`src/hdl/ccm_cfg_pkg.sv`:
```
/*
 * CCM configuration package: APB address layout, register map and default sizes
 */
`default_nettype none

package ccm_cfg_pkg;

   // ******************************
   // Address layout
   // ******************************
   localparam int ADDR_W   = 16;    // APB address width
   localparam int OFFSET_W = 13;    // Word offset field of the memory view
   localparam int CNT_W    = 16;    // Error counter width

   // Memory view, region bit clear
   typedef struct packed {
      logic                region;
      logic [OFFSET_W-1:0] word_offset;
      logic [1:0]          byte_sel;
   } ccm_mem_view_t;

   // Register view, region bit set
   typedef struct packed {
      logic        region;
      logic [10:0] unused;
      logic [1:0]  reg_sel;
      logic [1:0]  byte_sel;
   } ccm_csr_view_t;

   // Same APB address, read either as a memory offset or a register select
   typedef union packed {
      ccm_mem_view_t mem;
      ccm_csr_view_t csr;
   } ccm_addr_u;

   // ******************************
   // Register selects
   // ******************************
   localparam logic [1:0] REG_CTRL    = 2'd0;  // Bit 0 is ecc_disable
   localparam logic [1:0] REG_INJECT  = 2'd1;  // One-shot data flip mask
   localparam logic [1:0] REG_SEC_CNT = 2'd2;  // Corrected errors
   localparam logic [1:0] REG_DED_CNT = 2'd3;  // Uncorrectable errors

   // Top level defaults
   localparam int DEF_NUM_BANKS  = 4;
   localparam int DEF_BANK_DEPTH = 256;

endpackage

`default_nettype wire

```
`src/hdl/ccm_if.sv`:
```
/*
 * CCM interfaces: request channel from the APB front end to the bank
 * controller, and the per-bank SRAM channel
 */
`timescale 1ns/100ps
`default_nettype none

// BANK_AW here is the word address width across all banks
interface ccm_req_if #(
   parameter int BANK_AW = 10
);
   logic               req;          // One-cycle pulse
   logic               we;
   logic [BANK_AW-1:0] word_offset;
   logic [31:0]        wdata;
   logic [31:0]        flip_mask;
   logic               ecc_disable;
   logic               rvalid;       // One cycle after a read req
   logic [31:0]        rdata;
   logic               sec;
   logic               ded;

   modport front (output req, we, word_offset, wdata, flip_mask, ecc_disable,
                  input  rvalid, rdata, sec, ded);
   modport ctrl  (input  req, we, word_offset, wdata, flip_mask, ecc_disable,
                  output rvalid, rdata, sec, ded);
endinterface


`default_nettype wire

```
`src/hdl/ccm_apb_port.sv`:
```
/*
 * APB slave for the CCM: memory/register decode, control and error
 * counter registers, memory request issue and transfer completion
 */
`timescale 1ns/100ps
`default_nettype none

module ccm_apb_port
   import ccm_cfg_pkg::*;
#(
   parameter int NUM_BANKS  = 4,
   parameter int BANK_DEPTH = 256
) (
   input  wire               clk,
   input  wire               rst,
   input  wire               psel,
   input  wire               penable,
   input  wire               pwrite,
   input  wire  [ADDR_W-1:0] paddr,
   input  wire  [31:0]       pwdata,
   output logic [31:0]       prdata,
   output logic              pready,
   output logic              pslverr,
   ccm_req_if.front          req
);

   localparam int MEM_WORDS = NUM_BANKS * BANK_DEPTH;
   localparam int MEM_AW    = $clog2(MEM_WORDS);

   ccm_addr_u        addr_u;
   logic             setup_ph;
   logic             is_csr;
   logic             mem_ok;
   logic             csr_wr;
   logic             rdy_q;
   logic             err_q;
   logic [31:0]      csr_val;
   logic [31:0]      rdata_q;
   logic             ecc_dis_q;
   logic [31:0]      inject_q;
   logic [CNT_W-1:0] sec_cnt_q;
   logic [CNT_W-1:0] ded_cnt_q;

   // ******************************
   // Address decode
   // ******************************
   assign addr_u   = paddr;
   assign setup_ph = psel && !penable;
   assign is_csr   = addr_u.csr.region;
   assign mem_ok   = !addr_u.mem.region && (int'(addr_u.mem.word_offset) < MEM_WORDS);

   // Registers complete in the first access cycle, written at its end
   assign csr_wr = psel && penable && rdy_q && is_csr && pwrite;

   always_comb begin
      case (addr_u.csr.reg_sel)
         REG_CTRL:    csr_val = {31'b0, ecc_dis_q};
         REG_INJECT:  csr_val = inject_q;
         REG_SEC_CNT: csr_val = 32'(sec_cnt_q);
         default:     csr_val = 32'(ded_cnt_q);
      endcase
   end

   // Request fields follow the APB bus, stable through the transfer
   assign req.we          = pwrite;
   assign req.word_offset = addr_u.mem.word_offset[MEM_AW-1:0];
   assign req.wdata       = pwdata;
   assign req.flip_mask   = inject_q;
   assign req.ecc_disable = ecc_dis_q;

   // ******************************
   // Control and counters
   // ******************************
   always_ff @(posedge clk) begin
      if (rst) begin
         req.req   <= 1'b0;
         rdy_q     <= 1'b0;
         err_q     <= 1'b0;
         ecc_dis_q <= 1'b0;
         inject_q  <= '0;
         sec_cnt_q <= '0;
         ded_cnt_q <= '0;
      end else begin
         req.req <= setup_ph && mem_ok;                    // High in first access cycle
         rdy_q   <= (setup_ph && (is_csr || !mem_ok))      // Zero wait states
                    || (req.req && req.we);                // Write, one wait state
         err_q   <= setup_ph && !is_csr && !mem_ok;

         if (req.req && req.we) inject_q <= '0;           // One shot

         if (req.rvalid && req.sec && sec_cnt_q != '1) sec_cnt_q <= sec_cnt_q + 1'b1;
         if (req.rvalid && req.ded && ded_cnt_q != '1) ded_cnt_q <= ded_cnt_q + 1'b1;

         if (csr_wr) begin
            case (addr_u.csr.reg_sel)
               REG_CTRL:    ecc_dis_q <= pwdata[0];
               REG_INJECT:  inject_q  <= pwdata;
               REG_SEC_CNT: sec_cnt_q <= '0;          // Any value clears
               default:     ded_cnt_q <= '0;
            endcase
         end
      end
   end

   // Register read data captured in setup
   always_ff @(posedge clk) begin
      if (setup_ph) rdata_q <= is_csr ? csr_val : '0;
   end

   // Memory reads finish on rvalid
   assign pready  = rdy_q || req.rvalid;
   assign pslverr = err_q || (req.rvalid && req.ded);
   assign prdata  = req.rvalid ? req.rdata : rdata_q;

   // APB protocol from the host side
   a_penable_psel: assert property (@(posedge clk) disable iff (rst) penable |-> psel);

endmodule

`default_nettype wire

```
`src/flat_wrapper.sv`:
```
// flat-port wrapper written by rule: the top's interface ports become plain ports
module ccm_apb_port_flat import ccm_cfg_pkg::*;
#(
   parameter int NUM_BANKS  = 4,
   parameter int BANK_DEPTH = 256
)
  (clk, rst, psel, penable, pwrite, paddr, pwdata, prdata, pready, pslverr, req_req, req_we, req_word_offset, req_wdata, req_flip_mask, req_ecc_disable, req_rvalid, req_rdata, req_sec, req_ded);
  ccm_req_if req_i ();
  input  wire clk;
  input  wire rst;
  input  wire psel;
  input  wire penable;
  input  wire pwrite;
  input  wire  [ADDR_W-1:0] paddr;
  input  wire  [31:0] pwdata;
  output logic [31:0] prdata;
  output logic pready;
  output logic pslverr;
  output wire logic [$bits(req_i.req)-1:0] req_req;
  output wire logic [$bits(req_i.we)-1:0] req_we;
  output wire logic [$bits(req_i.word_offset)-1:0] req_word_offset;
  output wire logic [$bits(req_i.wdata)-1:0] req_wdata;
  output wire logic [$bits(req_i.flip_mask)-1:0] req_flip_mask;
  output wire logic [$bits(req_i.ecc_disable)-1:0] req_ecc_disable;
  input wire logic [$bits(req_i.rvalid)-1:0] req_rvalid;
  input wire logic [$bits(req_i.rdata)-1:0] req_rdata;
  input wire logic [$bits(req_i.sec)-1:0] req_sec;
  input wire logic [$bits(req_i.ded)-1:0] req_ded;
  assign req_req = req_i.req;
  assign req_we = req_i.we;
  assign req_word_offset = req_i.word_offset;
  assign req_wdata = req_i.wdata;
  assign req_flip_mask = req_i.flip_mask;
  assign req_ecc_disable = req_i.ecc_disable;
  assign req_i.rvalid = req_rvalid;
  assign req_i.rdata = req_rdata;
  assign req_i.sec = req_sec;
  assign req_i.ded = req_ded;
  ccm_apb_port #(.NUM_BANKS(NUM_BANKS), .BANK_DEPTH(BANK_DEPTH)) u_core (.clk(clk), .rst(rst), .psel(psel), .penable(penable), .pwrite(pwrite), .paddr(paddr), .pwdata(pwdata), .prdata(prdata), .pready(pready), .pslverr(pslverr), .req(req_i));
endmodule
```
`config.mk`:
```
export PLATFORM = sky130hd
export DESIGN_NAME = ccm_apb_port_flat
export DESIGN_NICKNAME = d
export VERILOG_FILES = /design/src/hdl/ccm_cfg_pkg.sv /design/src/hdl/ccm_if.sv /design/src/hdl/ccm_apb_port.sv /design/src/flat_wrapper.sv
export SDC_FILE = /design/constraint.sdc
export NUM_CORES = 1
export LEC_CHECK = 0
export BUFFER_PORTS_ARGS = -buffer_cell sky130_fd_sc_hd__buf_2
export CORE_AREA = 2 2 115 94
export DETAILED_ROUTE_END_ITERATION = 7
export DIE_AREA = 0 0 117 96
export PLACE_DENSITY_LB_ADDON = 0.1
export SYNTH_ARGS = -nofsm -noshare
export SYNTH_HDL_FRONTEND = slang
export SYNTH_SLANG_ARGS = --single-unit
```
`constraint.sdc`:
```
create_clock -name clk -period 5.4 [get_ports clk]
set_clock_uncertainty 0.05 [all_clocks]
set_input_delay 0.81 -clock clk [delete_from_list [all_inputs] [get_ports clk]]
set_output_delay 0.81 -clock clk [all_outputs]
set_load 0.05 [all_outputs]
```
Word-level counts from Yosys, hierarchy flattened --
Index checks and enable logic that the tools add are counted.
Word-level totals: register bits after elaboration 100, input bits 88, output and inout port bits 111, word-level logic and storage cells 51
Operators by class: $add $sub $neg 2, order comparisons 1, equal/unequal tests 4, muxes and demuxes 11, reductions and logical operators 25
Operators by type and width (number):
- $mux W32 | 4
- $mux W16 | 6
- $pmux W32 S3 | 1
- $add A16 B1 Y16 const B | 2
- $ne A16 B16 Y1 const B | 2
- $logic_and A1 B1 Y1 | 15
- $lt A13 B11 Y1 const B | 1
- $logic_or A1 B1 Y1 | 4
- $logic_not A1 Y1 | 3
- $reduce_or A3 Y1 | 1
- $eq A2 B1 Y1 const B | 1
- $eq A2 B2 Y1 const B | 1
- $logic_not A2 Y1 | 1
- $reduce_and A2 Y1 | 1

Depth between registers and ports, before layout --
depth in word-level cells 6, gate-level depth with buffers 7, mapped depth without buffers 5

Least setup slack after synthesis --
No wires, ideal clock.
kind input-to-reg, from input port psel, to register u_core.err_q, library setup time 0.082 ns, data arrival time 2.974 ns, required time 5.268 ns, path slack 2.293 ns, cell stages on the path 4, buffers on the path 1, cell sequence clkbuf_1 -> nor2b_1 -> nand2b_1 -> nor3b_1
On the way: cells in the longest elaborated chain, start to end 3
RTL lines:
- start: declaration | line flat_wrapper.sv:11 | input wire psel;
- $logic_and A1 B1 Y1 | line ccm_apb_port.sv:48 | assign setup_ph = psel && !penable;
- net u_core.setup_ph | line ccm_apb_port.sv:31 | logic setup_ph;
- $logic_and A1 B1 Y1 (2 in a row) | line ccm_apb_port.sv:87 | err_q <= setup_ph && !is_csr && !mem_ok;
- end signal: assignment | line ccm_apb_port.sv:87
- end: declaration | line ccm_apb_port.sv:36 | logic err_q;
The timed path passes the listed nets, and every way through them passes these cells. A chain may end at the register's enable or synchronous reset.

Final worst setup path --
from input port req_rvalid, to output port pslverr
On the way: cells in the longest elaborated chain, start to end 2
RTL lines:
- start: declaration | line flat_wrapper.sv:25 | input wire logic [$bits(req_i.rvalid)-1:0] req_rvalid;
- $logic_and A1 B1 Y1 | line ccm_apb_port.sv:112 | assign pslverr = err_q || (req.rvalid && req.ded);
- $logic_or A1 B1 Y1 | line ccm_apb_port.sv:112
- end: declaration | line flat_wrapper.sv:18 | output logic pslverr;
Every way passes these cells.

==> insert_results.sql <==
INSERT INTO impl_metrics (metric_group, metric, value, unit) VALUES
('synth', 'synth-xor-area-share', '0', ''),
('timing', 'grt_setup_unrepaired', 'false', ''),
('floorplanning', 'core_area', '0.0101', 'mm²'),
('synth', 'yosys.area.top_type', 'sky130_fd_sc_hd__dfxtp_1', ''),
('global_route', 'grt_pass1_vias', '3970', ''),
('cts', 'worst_skew_pair.late_latency', '0.35', 'ns'),
('status', 'outcome', 'completed', ''),
('global_route', 'grt_max_degree', '40', ''),
('timing', 'hold_viol', '0', ''),
('detailed_routing', 'route.detailed.drc', '0', ''),
('cts', 'tritoncts', 'done', ''),
('detailed_routing', 'drt-initial-drc-count', '310', ''),
('power', 'power.static_leakage', '2.49', 'nW'),
('power', 'p_switching', '0.000474', 'W'),
('synth', 'synth.yosys.seq_area_share', '0.444', ''),
('cts', 'post_cts.resized_instances', '0', ''),
('cts', 'cts_hold_repair.buffers', '0', ''),
('finish', 'nNetsFinal', '755', ''),
('synth', 'area_share_of_the_leading_cell_type_in_the_synthesized_netlist', '0.260', ''),
('timing', 'setup_viol', '0', ''),
('critical_path', 'cp_cell_sequence', 'buf_2 -> nand2_1 -> nand2b_1 -> buf_2', ''),
('synth', 'mappedNetlistNets', '641', ''),
('detailed_routing', '1st_pass_router_iterations', '5', ''),
('synth', 'yosys-mux-area-fraction', '0.103', ''),
('detailed_routing', 'wl_per_cell', '16.7', 'µm'),
('placement', 'placement.io_buffers', '180', ''),
('floorplanning', 'die_area', '0.0112', 'mm²'),
('global_route', 'first_pass_grt_wire_length', '20.4', 'mm'),
('global_route', 'grtUsageTotal', '0.237', ''),
('critical_path', 'max_stage_delay', '0.62', 'ns'),
('synth', 'ys_types', '48', ''),
('timing', 'period_share', '0.554', ''),
('synth', 'syn-cell-area', '0.00523', 'mm²'),
('power', 'pwr-share-clk', '0.374', ''),
('placement', 'dpl_cell_area', '0.00586', 'mm²'),
('synth', 'synthesis.yosys.warnings', '0', ''),
('detailed_routing', 'via_count', '4633', ''),
('critical_path', 'timing.critical_path.max_delay_family', 'buffers and inverters', ''),
('floorplanning', 'floorplan.initialDensity', '0.517', ''),
('finish', 'antenna-diode-count', '0', ''),
('critical_path', 'critical_path_cell_count', '4', ''),
('critical_path', 'crit_top_cell', 'sky130_fd_sc_hd__buf_2', ''),
('timing', 'max-slew-margin-rel', '0.217', ''),
('synth', 'synth_compound_gate_area_share', '0.140', ''),
('critical_path', 'crit_path_top_delay_cell', 'sky130_fd_sc_hd__buf_2', ''),
('detailed_routing', 'route.detailed.vias_per_inst', '5.72', ''),
('floorplanning', 'num_rows', '33', ''),
('power', 'power.share.combinational', '0.146', ''),
('power', 'vdd_ir_drop_max', '0.000154', 'V'),
('power', 'sequentialPowerShare', '0.480', ''),
('floorplanning', 'ioPinCount', '199', ''),
('timing', 'maxSlewViolCount', '0', ''),
('synth', 'synth_simple_gate_area_share', '0.215', ''),
('critical_path', 'crit_required', '4.54', 'ns'),
('finish', 'final_layout_size_suffix_gt1_frac', '0.379', ''),
('global_route', 'grt-ovfl-total', '0', ''),
('finish', 'final_area', '0.00613', 'mm²'),
('critical_path', 'buffers_and_inverters_on_the_worst_path', '2', ''),
('timing', 'period_needed', '2.99', 'ns'),
('synth', 'synth_top_cells_by_area', 'sky130_fd_sc_hd__dfxtp_1 (26%), sky130_fd_sc_hd__edfxtp_1 (18%), sky130_fd_sc_hd__mux2_2 (9.5%), sky130_fd_sc_hd__buf_4 (6.2%), sky130_fd_sc_hd__a21oi_1 (5.2%)', ''),
('cts', 'h-tree-depth', '3', ''),
('critical_path', 'setup.worst_path.class', 'in2out', ''),
('critical_path', 'setup.worst_path.start_class', 'primary input', ''),
('floorplanning', 'die-height', '96', 'µm'),
('power', 'power-per-cell-area', '267', 'mW/mm²'),
('power', 'internal_power', '0.00117', 'W'),
('cts', 'cts.sinks', '100', ''),
('power', 'swShare', '0.289', ''),
('synth', 'syn_inst', '551', ''),
('critical_path', 'worst-endpoint-arrival', '2.13', 'ns'),
('timing', 'worst_slew_pin_slew', '1.17', 'ns');
[registers in the layout, indices dropped and copies added, names as in the netlist]
register	cells
u_core.ded_cnt_q	16
u_core.err_q	1
u_core.rdata_q	32
u_core.rdy_q	1
u_core.req.ecc_disable	1
u_core.req.flip_mask	32
u_core.req.req	1
u_core.sec_cnt_q	16
[synth_stat cells, types with 8 or more instances]
library cell and number:
sky130_fd_sc_hd__o21ai_0 14, sky130_fd_sc_hd__or4_1 10, sky130_fd_sc_hd__a22oi_1 15, sky130_fd_sc_hd__buf_4 43, sky130_fd_sc_hd__nor2b_1 18, sky130_fd_sc_hd__buf_2 8, sky130_fd_sc_hd__o31ai_1 9, sky130_fd_sc_hd__and3_1 19
sky130_fd_sc_hd__or3_1 13, sky130_fd_sc_hd__buf_1 8, sky130_fd_sc_hd__dfxtp_1 68, sky130_fd_sc_hd__nand3_1 46, sky130_fd_sc_hd__mux2_2 44, sky130_fd_sc_hd__clkbuf_1 20, sky130_fd_sc_hd__edfxtp_1 32, sky130_fd_sc_hd__nand2_1 54
sky130_fd_sc_hd__a21oi_1 54
[cell families (layout without fill, tap and decap cells)]
| group | Yosys count | in the layout |
|---|---|---|
| compound gates | 116 | 116 |
| buf+inv | 85 | 204 |
| fa+ha+maj | 2 | 2 |
| simple gates | 201 | 201 |
| mux | 47 | 47 |
| flops | 100 | 100 |
[routing by layer]
metal,vias up,part of all wire,track usage,wire length (µm)
met5,-,0,0,0
met4,0,0.010,0.0608,140
met3,14,0.075,0.0466,1010
met2,197,0.47,0.376,6320
met1,2196,0.45,0.335,6020
li1,2226,-,-,-
[metrics by stage]
stage | cells | total power [W] | hold slack (ns) | util | setup WS, ns
floorplan | 551 | 0.00101 | 0.408 | - | 2.29
global placement | 794 | 0.00104 | 0.414 | 0.579 | 2.32
detailed placement | 794 | 0.00105 | 0.419 | 0.579 | 2.26
CTS | 810 | 0.00165 | 0.428 | 0.606 | 2.39
global route | 810 | 0.00169 | 0.455 | 0.606 | 2.21
finish | 810 | 0.00164 | 0.429 | 0.606 | 2.41
[area by class of cell]
cell class | instances | area (µm²)
fill | 875 | 3980
timing repair buffer | 182 | 916
inverter | 6 | 22.5
tap | 140 | 175
multi-input combinational | 366 | 2420
clock buffer | 10 | 229
clock inverter | 6 | 45.0
sequential | 100 | 2320
[power groups by stage]
stage	Clock, W	Combinational [W]	Sequential (W)
floorplan	0	0.000205	0.000804
global placement	0	0.000239	0.000804
detailed placement	0	0.000241	0.000804
CTS	0.000623	0.000242	0.000787
global route	0.000647	0.000255	0.000788
finish	0.000613	0.000240	0.000787
[cells in the final DEF (no fill, tap or decap), types with 6 or more instances in the layout]
master                      instances
sky130_fd_sc_hd__edfxtp_1          32
sky130_fd_sc_hd__buf_2            180
sky130_fd_sc_hd__o31ai_1            9
sky130_fd_sc_hd__dfxtp_1           68
sky130_fd_sc_hd__or3_1             13
sky130_fd_sc_hd__mux2_2            44
sky130_fd_sc_hd__and3_1            19
sky130_fd_sc_hd__or4_1             10
sky130_fd_sc_hd__o21ai_0           14
sky130_fd_sc_hd__nand3_1           46
sky130_fd_sc_hd__nand4_1            6
sky130_fd_sc_hd__nor3_1             6
sky130_fd_sc_hd__nor2b_1           16
sky130_fd_sc_hd__a22oi_1           15
sky130_fd_sc_hd__a21oi_1           54
sky130_fd_sc_hd__nand2_1           54
sky130_fd_sc_hd__inv_1              6
sky130_fd_sc_hd__clkbuf_16          9
sky130_fd_sc_hd__and4_1             6
[tightest hold or removal path, stage by stage (launching register included)]
cell and delay [ns]:
sky130_fd_sc_hd__dfxtp_1 0.31, sky130_fd_sc_hd__nand3_1 0.06, sky130_fd_sc_hd__a21oi_1 0.06
[final timing paths]
kind                                 start                       end  slack (ns)
hold / removal    u_core.req.flip_mask[30]  u_core.req.flip_mask[30]        0.43
setup / recovery                req_rvalid                   pslverr        2.41
hold reg to reg   u_core.req.flip_mask[30]  u_core.req.flip_mask[30]        0.43
setup reg to reg              u_core.rdy_q   u_core.req.flip_mask[0]        3.26
No activity file was read; power rests on OpenSTA's default activity.
