===== config.mk =====
export PLATFORM = sky130hd
export DESIGN_NAME = ccm_bank_ctrl_flat
export DESIGN_NICKNAME = d
export VERILOG_FILES = /design/src/hdl/ccm_ecc_pkg.sv /design/src/hdl/ccm_if.sv /design/src/hdl/ccm_bank_ctrl.sv /design/src/flat_wrapper.sv
export SDC_FILE = /design/constraint.sdc
export NUM_CORES = 1
export LEC_CHECK = 0
export BUFFER_PORTS_ARGS = -buffer_cell sky130_fd_sc_hd__buf_2
export CAP_MARGIN = 20
export CORE_AREA = 4 4 180 182
export CTS_CLUSTER_DIAMETER = 60
export CTS_CLUSTER_SIZE = 16
export DETAILED_ROUTE_END_ITERATION = 6
export DIE_AREA = 0 0 184 186
export MAX_ROUTING_LAYER = met4
export PLACE_DENSITY = 0.45
export SYNTH_ARGS = -nofsm -noshare
export SYNTH_HDL_FRONTEND = slang
export SYNTH_SLANG_ARGS = --single-unit

===== constraint.sdc =====
create_clock -name clk -period 3.77 [get_ports clk]
set_input_delay 0.1885 -clock clk [delete_from_list [all_inputs] [get_ports clk]]
set_output_delay 0.1885 -clock clk [all_outputs]
set_load 0.05 [all_outputs]

===== src/hdl/ccm_ecc_pkg.sv =====
/*
 * SECDED code for 32-bit words: Hamming(38,32) plus an overall parity bit
 */
`default_nettype none

package ccm_ecc_pkg;

   // Stored word, check bits above the data
   typedef struct packed {
      logic [6:0]  ecc;     // [5:0] Hamming checks, [6] overall parity
      logic [31:0] data;
   } ccm_code_t;

   typedef struct packed {
      logic [31:0] data;
      logic        sec;
      logic        ded;
   } ecc_result_t;

   // Data bits sit at the Hamming positions that are not powers of two
   function automatic ccm_code_t ecc_encode(input logic [31:0] data);
      logic [38:1] hv;
      logic [5:0]  chk;
      ccm_code_t   cw;
      int          di;
      hv  = '0;
      chk = '0;
      di  = 0;
      for (int p = 1; p <= 38; p++) begin
         if ((p & (p - 1)) != 0) begin
            hv[p] = data[di];
            di++;
         end
      end
      for (int k = 0; k < 6; k++) begin
         for (int p = 1; p <= 38; p++) begin
            if (((p >> k) & 1) != 0) chk[k] ^= hv[p];
         end
      end
      cw.data = data;
      cw.ecc  = {(^data) ^ (^chk), chk};
      return cw;
   endfunction

   function automatic ecc_result_t ecc_decode(input ccm_code_t cw);
      logic [38:1] hv;
      logic [5:0]  syn;
      logic        ovr;
      ecc_result_t res;
      int          di;
      int          ci;
      di  = 0;
      ci  = 0;
      syn = '0;
      for (int p = 1; p <= 38; p++) begin
         if ((p & (p - 1)) == 0) begin
            hv[p] = cw.ecc[ci];
            ci++;
         end else begin
            hv[p] = cw.data[di];
            di++;
         end
      end
      for (int k = 0; k < 6; k++) begin
         for (int p = 1; p <= 38; p++) begin
            if (((p >> k) & 1) != 0) syn[k] ^= hv[p];
         end
      end
      ovr     = (^cw.data) ^ (^cw.ecc);
      res.sec = 1'b0;
      res.ded = 1'b0;
      if (ovr) begin
         if (syn <= 6'd38) begin
            res.sec = 1'b1;                       // Zero syndrome: parity bit itself
            if (syn != '0) hv[syn] = ~hv[syn];    // Check bit hits leave data alone
         end else begin
            res.ded = 1'b1;                       // Points past the word
         end
      end else if (syn != '0) begin
         res.ded = 1'b1;
      end
      di = 0;
      for (int p = 1; p <= 38; p++) begin
         if ((p & (p - 1)) != 0) begin
            res.data[di] = hv[p];
            di++;
         end
      end
      return res;
   endfunction

endpackage

`default_nettype wire


===== src/hdl/ccm_if.sv =====
/*
 * CCM interfaces: request channel from the APB front end to the bank
 * controller, and the per-bank SRAM channel
 */
`timescale 1ns/100ps
`default_nettype none

// BANK_AW here is the word address width across all banks
interface ccm_req_if #(
   parameter int BANK_AW = 10
);
   logic               req;          // One-cycle pulse
   logic               we;
   logic [BANK_AW-1:0] word_offset;
   logic [31:0]        wdata;
   logic [31:0]        flip_mask;
   logic               ecc_disable;
   logic               rvalid;       // One cycle after a read req
   logic [31:0]        rdata;
   logic               sec;
   logic               ded;

   modport front (output req, we, word_offset, wdata, flip_mask, ecc_disable,
                  input  rvalid, rdata, sec, ded);
   modport ctrl  (input  req, we, word_offset, wdata, flip_mask, ecc_disable,
                  output rvalid, rdata, sec, ded);
endinterface

interface ccm_sram_if
   import ccm_ecc_pkg::*;
#(
   parameter int NUM_BANKS = 4,
   parameter int BANK_AW   = 8
);
   logic [NUM_BANKS-1:0] en;
   logic [NUM_BANKS-1:0] we;
   logic [BANK_AW-1:0]   addr  [NUM_BANKS];
   ccm_code_t            wdata [NUM_BANKS];
   ccm_code_t            rdata [NUM_BANKS];   // One element per bank

   modport ctrl (output en, we, addr, wdata, input rdata);
   modport bank (input en, we, addr, wdata, output rdata);
endinterface

`default_nettype wire


===== src/hdl/ccm_bank_ctrl.sv =====
/*
 * Bank controller: steers requests to one SRAM bank, encodes and injects
 * errors on write, decodes and corrects on read
 */
`timescale 1ns/100ps
`default_nettype none

module ccm_bank_ctrl
   import ccm_ecc_pkg::*;
#(
   parameter int NUM_BANKS  = 4,
   parameter int BANK_DEPTH = 256
) (
   input  wire      clk,
   input  wire      rst,
   ccm_req_if.ctrl  req,
   ccm_sram_if.ctrl sram
);

   localparam int BANK_BITS = $clog2(NUM_BANKS);
   localparam int ROW_AW    = $clog2(BANK_DEPTH);

   logic [BANK_BITS-1:0] bank_sel;
   logic [BANK_BITS-1:0] bank_q;
   logic [ROW_AW-1:0]    row;
   logic                 rd_pend;
   ccm_code_t            wr_code;
   ccm_code_t            rd_code;
   ecc_result_t          dec;

   // ******************************
   // Request steering
   // ******************************
   assign bank_sel = req.word_offset[BANK_BITS-1:0];        // Offset modulo banks
   assign row      = req.word_offset[BANK_BITS +: ROW_AW];  // Offset divided by banks

   // Flip mask lands on the stored data bits after encoding
   always_comb begin
      wr_code      = ecc_encode(req.wdata);
      wr_code.data = wr_code.data ^ req.flip_mask;
   end

   always_comb begin
      for (int i = 0; i < NUM_BANKS; i++) begin
         sram.en[i]    = req.req && (bank_sel == BANK_BITS'(i));
         sram.we[i]    = req.req && req.we && (bank_sel == BANK_BITS'(i));
         sram.addr[i]  = row;
         sram.wdata[i] = wr_code;
      end
   end

   // ******************************
   // Read return
   // ******************************
   always_ff @(posedge clk) begin
      if (rst) begin
         rd_pend <= 1'b0;
      end else begin
         rd_pend <= req.req && !req.we;
      end
   end

   always_ff @(posedge clk) begin
      if (req.req) bank_q <= bank_sel;   // Which bank answers next cycle
   end

   assign rd_code = sram.rdata[bank_q];
   assign dec     = ecc_decode(rd_code);

   assign req.rvalid = rd_pend;
   assign req.rdata  = req.ecc_disable ? rd_code.data : dec.data;   // Raw bits when off
   assign req.sec    = rd_pend && !req.ecc_disable && dec.sec;
   assign req.ded    = rd_pend && !req.ecc_disable && dec.ded;

   // Front end must hold off until the read returns
   a_no_req_pending: assert property (@(posedge clk) disable iff (rst)
      rd_pend |-> !req.req);

   a_one_bank: assert property (@(posedge clk) disable iff (rst) $onehot0(sram.en));

endmodule

`default_nettype wire


===== src/flat_wrapper.sv =====
// flat-port wrapper written by rule: the top's interface ports become plain ports
module ccm_bank_ctrl_flat import ccm_ecc_pkg::*;
#(
   parameter int NUM_BANKS  = 4,
   parameter int BANK_DEPTH = 256
)
  (clk, rst, req_req, req_we, req_word_offset, req_wdata, req_flip_mask, req_ecc_disable, req_rvalid, req_rdata, req_sec, req_ded, sram_en, sram_we, sram_addr, sram_wdata, sram_rdata);
  ccm_req_if req_i ();
  ccm_sram_if #(.NUM_BANKS(NUM_BANKS)) sram_i ();
  input  wire clk;
  input  wire rst;
  input wire logic [$bits(req_i.req)-1:0] req_req;
  input wire logic [$bits(req_i.we)-1:0] req_we;
  input wire logic [$bits(req_i.word_offset)-1:0] req_word_offset;
  input wire logic [$bits(req_i.wdata)-1:0] req_wdata;
  input wire logic [$bits(req_i.flip_mask)-1:0] req_flip_mask;
  input wire logic [$bits(req_i.ecc_disable)-1:0] req_ecc_disable;
  output wire logic [$bits(req_i.rvalid)-1:0] req_rvalid;
  output wire logic [$bits(req_i.rdata)-1:0] req_rdata;
  output wire logic [$bits(req_i.sec)-1:0] req_sec;
  output wire logic [$bits(req_i.ded)-1:0] req_ded;
  output wire logic [$bits(sram_i.en)-1:0] sram_en;
  output wire logic [$bits(sram_i.we)-1:0] sram_we;
  output wire logic [$bits(sram_i.addr)-1:0] sram_addr;
  output wire logic [$bits(sram_i.wdata)-1:0] sram_wdata;
  input wire logic [$bits(sram_i.rdata)-1:0] sram_rdata;
  assign req_i.req = req_req;
  assign req_i.we = req_we;
  assign req_i.word_offset = req_word_offset;
  assign req_i.wdata = req_wdata;
  assign req_i.flip_mask = req_flip_mask;
  assign req_i.ecc_disable = req_ecc_disable;
  assign req_rvalid = req_i.rvalid;
  assign req_rdata = req_i.rdata;
  assign req_sec = req_i.sec;
  assign req_ded = req_i.ded;
  assign sram_en = sram_i.en;
  assign sram_we = sram_i.we;
  assign sram_addr = {>>{sram_i.addr}};
  assign sram_wdata = {>>{sram_i.wdata}};
  assign sram_i.rdata = {>>{sram_rdata}};
  ccm_bank_ctrl #(.NUM_BANKS(NUM_BANKS), .BANK_DEPTH(BANK_DEPTH)) u_core (.clk(clk), .rst(rst), .req(req_i), .sram(sram_i));
endmodule

# ---- Yosys cells after proc, flatten, opt, wreduce, memory -nomap -nowiden
# Cells that the tools add are included.
dict set report classes {
  reduce_logical 22
  eq_ne 3
  bitwise_logic 179
  muxes 17
  order_cmp 4
}
# cell n
set op_table {}
lappend op_table {{bitwise XOR 1 bit} 176}
lappend op_table {{2-to-1 mux 38 bit} 3}
lappend op_table {{binary-select mux 39 bit (select 2 bit)} 1}
lappend op_table {{2-to-1 mux 39 bit} 2}
lappend op_table {{XOR reduction 32 bit} 2}
lappend op_table {{bitwise mux 38 bit} 1}
lappend op_table {{2-to-1 mux 32 bit} 1}
lappend op_table {{bitwise XOR 32 bit} 1}
lappend op_table {{logical AND 1 bit} 14}
lappend op_table {{less-than comparator 6 x 7 -> 1 bit (second input constant)} 1}
lappend op_table {{2-to-1 mux 1 bit} 7}
lappend op_table {{XOR reduction 7 bit} 1}
lappend op_table {{binary-select mux 1 bit (select 6 bit)} 1}
lappend op_table {{demux 1 bit (select 6 bit)} 1}
lappend op_table {{>= comparator 6 x 1 -> 1 bit (second input constant)} 1}
lappend op_table {{<= comparator 6 bit (second input constant)} 1}
lappend op_table {{nonzero test 6 bit} 1}
lappend op_table {{XOR reduction 6 bit} 1}
lappend op_table {{== test 2 bit (second input constant)} 2}
lappend op_table {{>= comparator 3 bit (second input constant)} 1}
lappend op_table {{NOT 2 -> 3 bit} 1}
lappend op_table {{== test 2 x 1 -> 1 bit (second input constant)} 1}
lappend op_table {{zero test 1 bit} 2}
lappend op_table {{zero test 2 bit} 1}
lappend op_table {{NOT 1 bit} 1}
dict set report totals {
  output_inout_bits 231
  register_bits 3
}

# ---- Longest topological paths before layout
dict set report logic_depth {
  depth_word 31
  mapped_depth 13
}

# ---- Worst setup path after synthesis
# OpenSTA, ideal clock, no wires.
dict set report synth_path {
  path_kind {register to output}
  start {reg u_core.bank_q[0]}
  end {out req_rdata[11]}
  path_stages_with_launch 10
  path_buffers 2
  path_slack_ns -0.765
  arrival_time_ns 4.347
  path_cell_list {edfxtp_1 > buf_6 > buf_8 > mux4_2 > xnor2_1 > xnor3_2 > xnor2_4 > xor2_4 > mux4_2 > o31ai_1}
}
dict set report synth_between {
  elab_chain_len 31
  elab_cells_between_ends 112
  classes_between {order compare: 3; mux: 12; bitwise: 93; reduce/logical: 4}
}
# item line
set synth_lines {}
lappend synth_lines {{from (decl)} ccm_bank_ctrl.sv:24} ;# logic [BANK_BITS-1:0] bank_q;
lappend synth_lines {{from (signal assigned)} ccm_bank_ctrl.sv:64} ;# if (req.req) bank_q <= bank_sel;
lappend synth_lines {{NOT 2 -> 3 bit (implied by the code) *} ccm_bank_ctrl.sv:67} ;# assign rd_code = sram.rdata[bank_q];
lappend synth_lines {{binary-select mux 39 bit (select 2 bit) *} ccm_bank_ctrl.sv:67}
lappend synth_lines {{2-to-1 mux 39 bit (implied by the code) * (2 in series)} ccm_bank_ctrl.sv:67}
lappend synth_lines {{bitwise XOR 1 bit (18 in series)} ccm_ecc_pkg.sv:66} ;# if (((p >> k) & 1) != 0) syn[k] ^= hv[p];
lappend synth_lines {{less-than comparator 6 x 7 -> 1 bit (implied by the code) / >= comparator 6 x 1 -> 1 bit (equally long branches)} ccm_ecc_pkg.sv:75} ;# if (syn != '0) hv[syn] = ~hv[syn];
lappend synth_lines {{logical AND 1 bit (implied by the code)} ccm_ecc_pkg.sv:75}
lappend synth_lines {{2-to-1 mux 1 bit (implied by the code)} ccm_ecc_pkg.sv:75}
lappend synth_lines {{demux 1 bit (select 6 bit)} ccm_ecc_pkg.sv:75}
lappend synth_lines {{bitwise mux 38 bit} ccm_ecc_pkg.sv:75}
lappend synth_lines {{2-to-1 mux 38 bit} ccm_ecc_pkg.sv:75}
lappend synth_lines {{2-to-1 mux 38 bit} ccm_ecc_pkg.sv:73} ;# if (syn <= 6'd38) begin
lappend synth_lines {{2-to-1 mux 38 bit} ccm_ecc_pkg.sv:72} ;# if (ovr) begin
lappend synth_lines {{2-to-1 mux 32 bit *} ccm_bank_ctrl.sv:71} ;# assign req.rdata = req.ecc_disable ? rd_code.data : dec.data;
lappend synth_lines {{to (decl)} flat_wrapper.sv:19} ;# output wire logic [$bits(req_i.rdata)-1:0] req_rdata;
# Every way passes the cells marked *; elsewhere a longest branch is shown, timed or not. The select of a mux whose other input is x is not followed.

# ---- Worst setup path in the final report
dict set report layout_path {
  start {reg u_core.bank_q[0]}
  end {out req_rdata[30]}
}
# The elaborated chain is that of the path after synthesis.

==> results_dict.tcl <==
set metrics [dict create \
    crit_fanout 6 \
    port_buffers 425 \
    fillers 3285 \
    area_growth_pct 73.5 \
    die_w_um 184 \
    gp_congestion 0.859 \
    worst_pin_slew_ps 581 \
    setup_viol 34 \
    yosysUniqueCellTypes 50 \
    hpwl_um 22400 \
    die_h_um 186 \
    relSlewSlack_pct 61.1 \
    synthXorXnorAreaFrac_pct 33.9 \
    fin_crit_ps 4300 \
    synth-seq-area-share_pct 1.61 \
    gr-total-overflow 0 \
    setup_slack_ps -528 \
    antenna_found_initial 2 \
    start_kind "register" \
    outcome "complete, but fails checks" \
    muxShareOfSynthArea_pct 25.3 \
    hold_path.class "input port to register" \
    fmax_ghz 0.233 \
    synth_top_area_share_pct 22.7 \
    core_area_mm2 0.0306 \
    finalHoldViolCount 0 \
    vias_per_cell 4.00 \
    yosysTopAreaCell "buf_4" \
    wl_per_cell_um 19.2 \
    avgSynthCellArea_um2 9.41 \
    multi_input_area_mm2 0.00427 \
    synthArstFlopShare_pct 0 \
    drt-total-wl_um 25500 \
    rsz0062_at_grt "true" \
    grt_util_all_layers_pct 13.6 \
    path_class "register to output pin" \
    max-clock-path-buffers 2 \
    cts_tree "built" \
    drc 0 \
    cts_buffers 3 \
    ant_nets 0 \
    syn_area_mm2 0.00496 \
    syn_inst 527 \
    ios 466 \
    synth_top_family_by_area "XOR/XNOR gates" \
    first_pass_iters 4 \
    synthSimpleGateAreaFrac_pct 9.66 \
    crit_start "u_core.bank_q[0]" \
    regArea_um2 80.1 \
    grt_max_degree 20 \
    die_area_mm2 0.0342 \
    cts_root_buf "clkbuf_16" \
    synthAdderAreaFrac_pct 0 \
    violations "negative setup slack" \
    synth_compound_area_share_pct 4.39 \
    grt_pass1_wl_um 34100 \
    ys_warn_count 0 \
    vias 5328 \
    drv_cap 0 \
    cp-end-kind "output pin" \
    initial_core_util_pct 16.2 \
    synthTopCellsByArea "buf_4, xnor2_1, mux4_2" \
    drive_above_1_share_pct 79.3 \
    syn_nets 762 \
    cts_max_level 1 \
    grt_pass1_vias 5348 \
    cp_data_arrival_time_ps 4110 \
    drtIter0Drc 162 \
    holdPathStages 2 \
    finish.net_count 1169 \
    cts.sinks 3 \
    final.period_utilization_pct 114 \
    cp.required_ps 3580 \
    maxSlewViolCount 0 \
    clk_pin_slew_ps 30 \
    synthFlopType "edfxtp_1" \
    setup_tns_ps -12560 \
    core.rowCount 64 \
    endpoint "req_rdata[30]" \
    synth_edf_count 2 \
    yosys_register_bits 3 \
]
## critical path, stage by stage (launching register included)
cell	delay, ps
edfxtp_1	420
buf_12	160
buf_12	120
mux4_2	570
xnor2_2	230
buf_4	150
xnor3_2	460
xnor2_4	320
xnor2_4	140
buf_6	150
a2111oi_4	470
and2b_1	210
mux2_4	310
buf_8	150
## logic make-up (layout without fill, tap and decap cells)
group / Yosys count / count (layout)
buf+inv: 163 / 569
xor+xnor: 160 / 160
compound gates: 31 / 31
flops: 3 / 3
mux: 68 / 68
simple gates: 102 / 102
other cells: 0 / 2
## synthesized netlist by cell type (2+ instances only)
master,n
mux4_2,33
and3b_1,3
and2_1,2
nor2_1,28
buf_6,3
mux2_2,23
xor2_1,53
buf_2,4
xnor3_2,4
nor3b_1,6
nand2b_1,5
o21ai_0,4
nand2_1,44
and3_1,2
nand3b_1,2
and2b_1,4
xnor2_1,85
clkbuf_1,2
buf_12,2
buf_4,150
nand3_1,2
xnor2_2,5
a21oi_1,15
xnor3_1,9
o31ai_1,3
mux2_4,4
edfxtp_1,2
mux4_1,6
## metal layers
metal	vias up	GRT usage, %	share of wire [%]
li1	2474	-	-
met1	2592	17.4	40
met2	219	23.6	52
met3	43	1.21	5.5
met4	0	2.63	2.0
met5	-	-	0
## registers in the layout, indices dropped and copies added, names as in the netlist
signal,flops
u_core.bank_q,2
u_core.req.rvalid,1
## cell type report
cell class,instances,area share (%)
antenna,2,0.0581
clock buffer,4,0.916
inverter,1,0.0436
multi-input combinational,361,49.6
sequential,3,0.930
tap,396,5.76
timing repair buffer,564,42.7
## what timing repair did
item	in CTS	in global routing
buffers inserted	26	22
pin swaps	27	23
resized for setup	137	110
hold buffers	0	0
cloned	1	0
setup endpoints to repair	34	34
## through the flow
step | area [µm²] | hold slack [ps] | setup WS [ps] | std cells | utilization, %
after global routing | 8610 | 143 | -657 | 1331 | 28.1
final | 8610 | 126 | -528 | 1331 | 28.1
after CTS | 8040 | 126 | -472 | 1311 | 26.3
after detailed placement | 7240 | 359 | -477 | 1281 | 23.7
after global placement | 7240 | 356 | -448 | 1281 | 23.7
after floorplan | 5030 | 264 | -146 | 527 | -
## placed cells by master (no fill, tap or decap), types with 9 or more instances in the layout
cell	Yosys	final
buf_2	4	391
buf_4	150	111
xnor2_1	85	62
xor2_1	53	49
mux4_2	33	37
buf_6	3	31
xnor2_2	5	26
nand2_1	44	26
mux2_4	4	22
buf_8	1	17
buf_12	2	14
nor2_1	28	11
a21oi_2	0	11
nor2_4	0	9
nand2_2	0	9
nor2_2	1	9
## worst min-delay path by stage
| stage | from | end | slack (ps) |
|---|---|---|---|
| 6_report | rst | u_core.req.rvalid | 130 |
| 5_1_grt | rst | u_core.req.rvalid | 140 |
| 4_1_cts | rst | u_core.req.rvalid | 130 |
| 3_5_place_dp | rst | u_core.req.rvalid | 360 |
| 3_3_place_gp | rst | u_core.req.rvalid | 360 |
| 2_1_floorplan | req_we | u_core.req.rvalid | 260 |
Power is not shown: default switching activity piles up to over one toggle a cycle in this logic, so the estimate is an artifact.
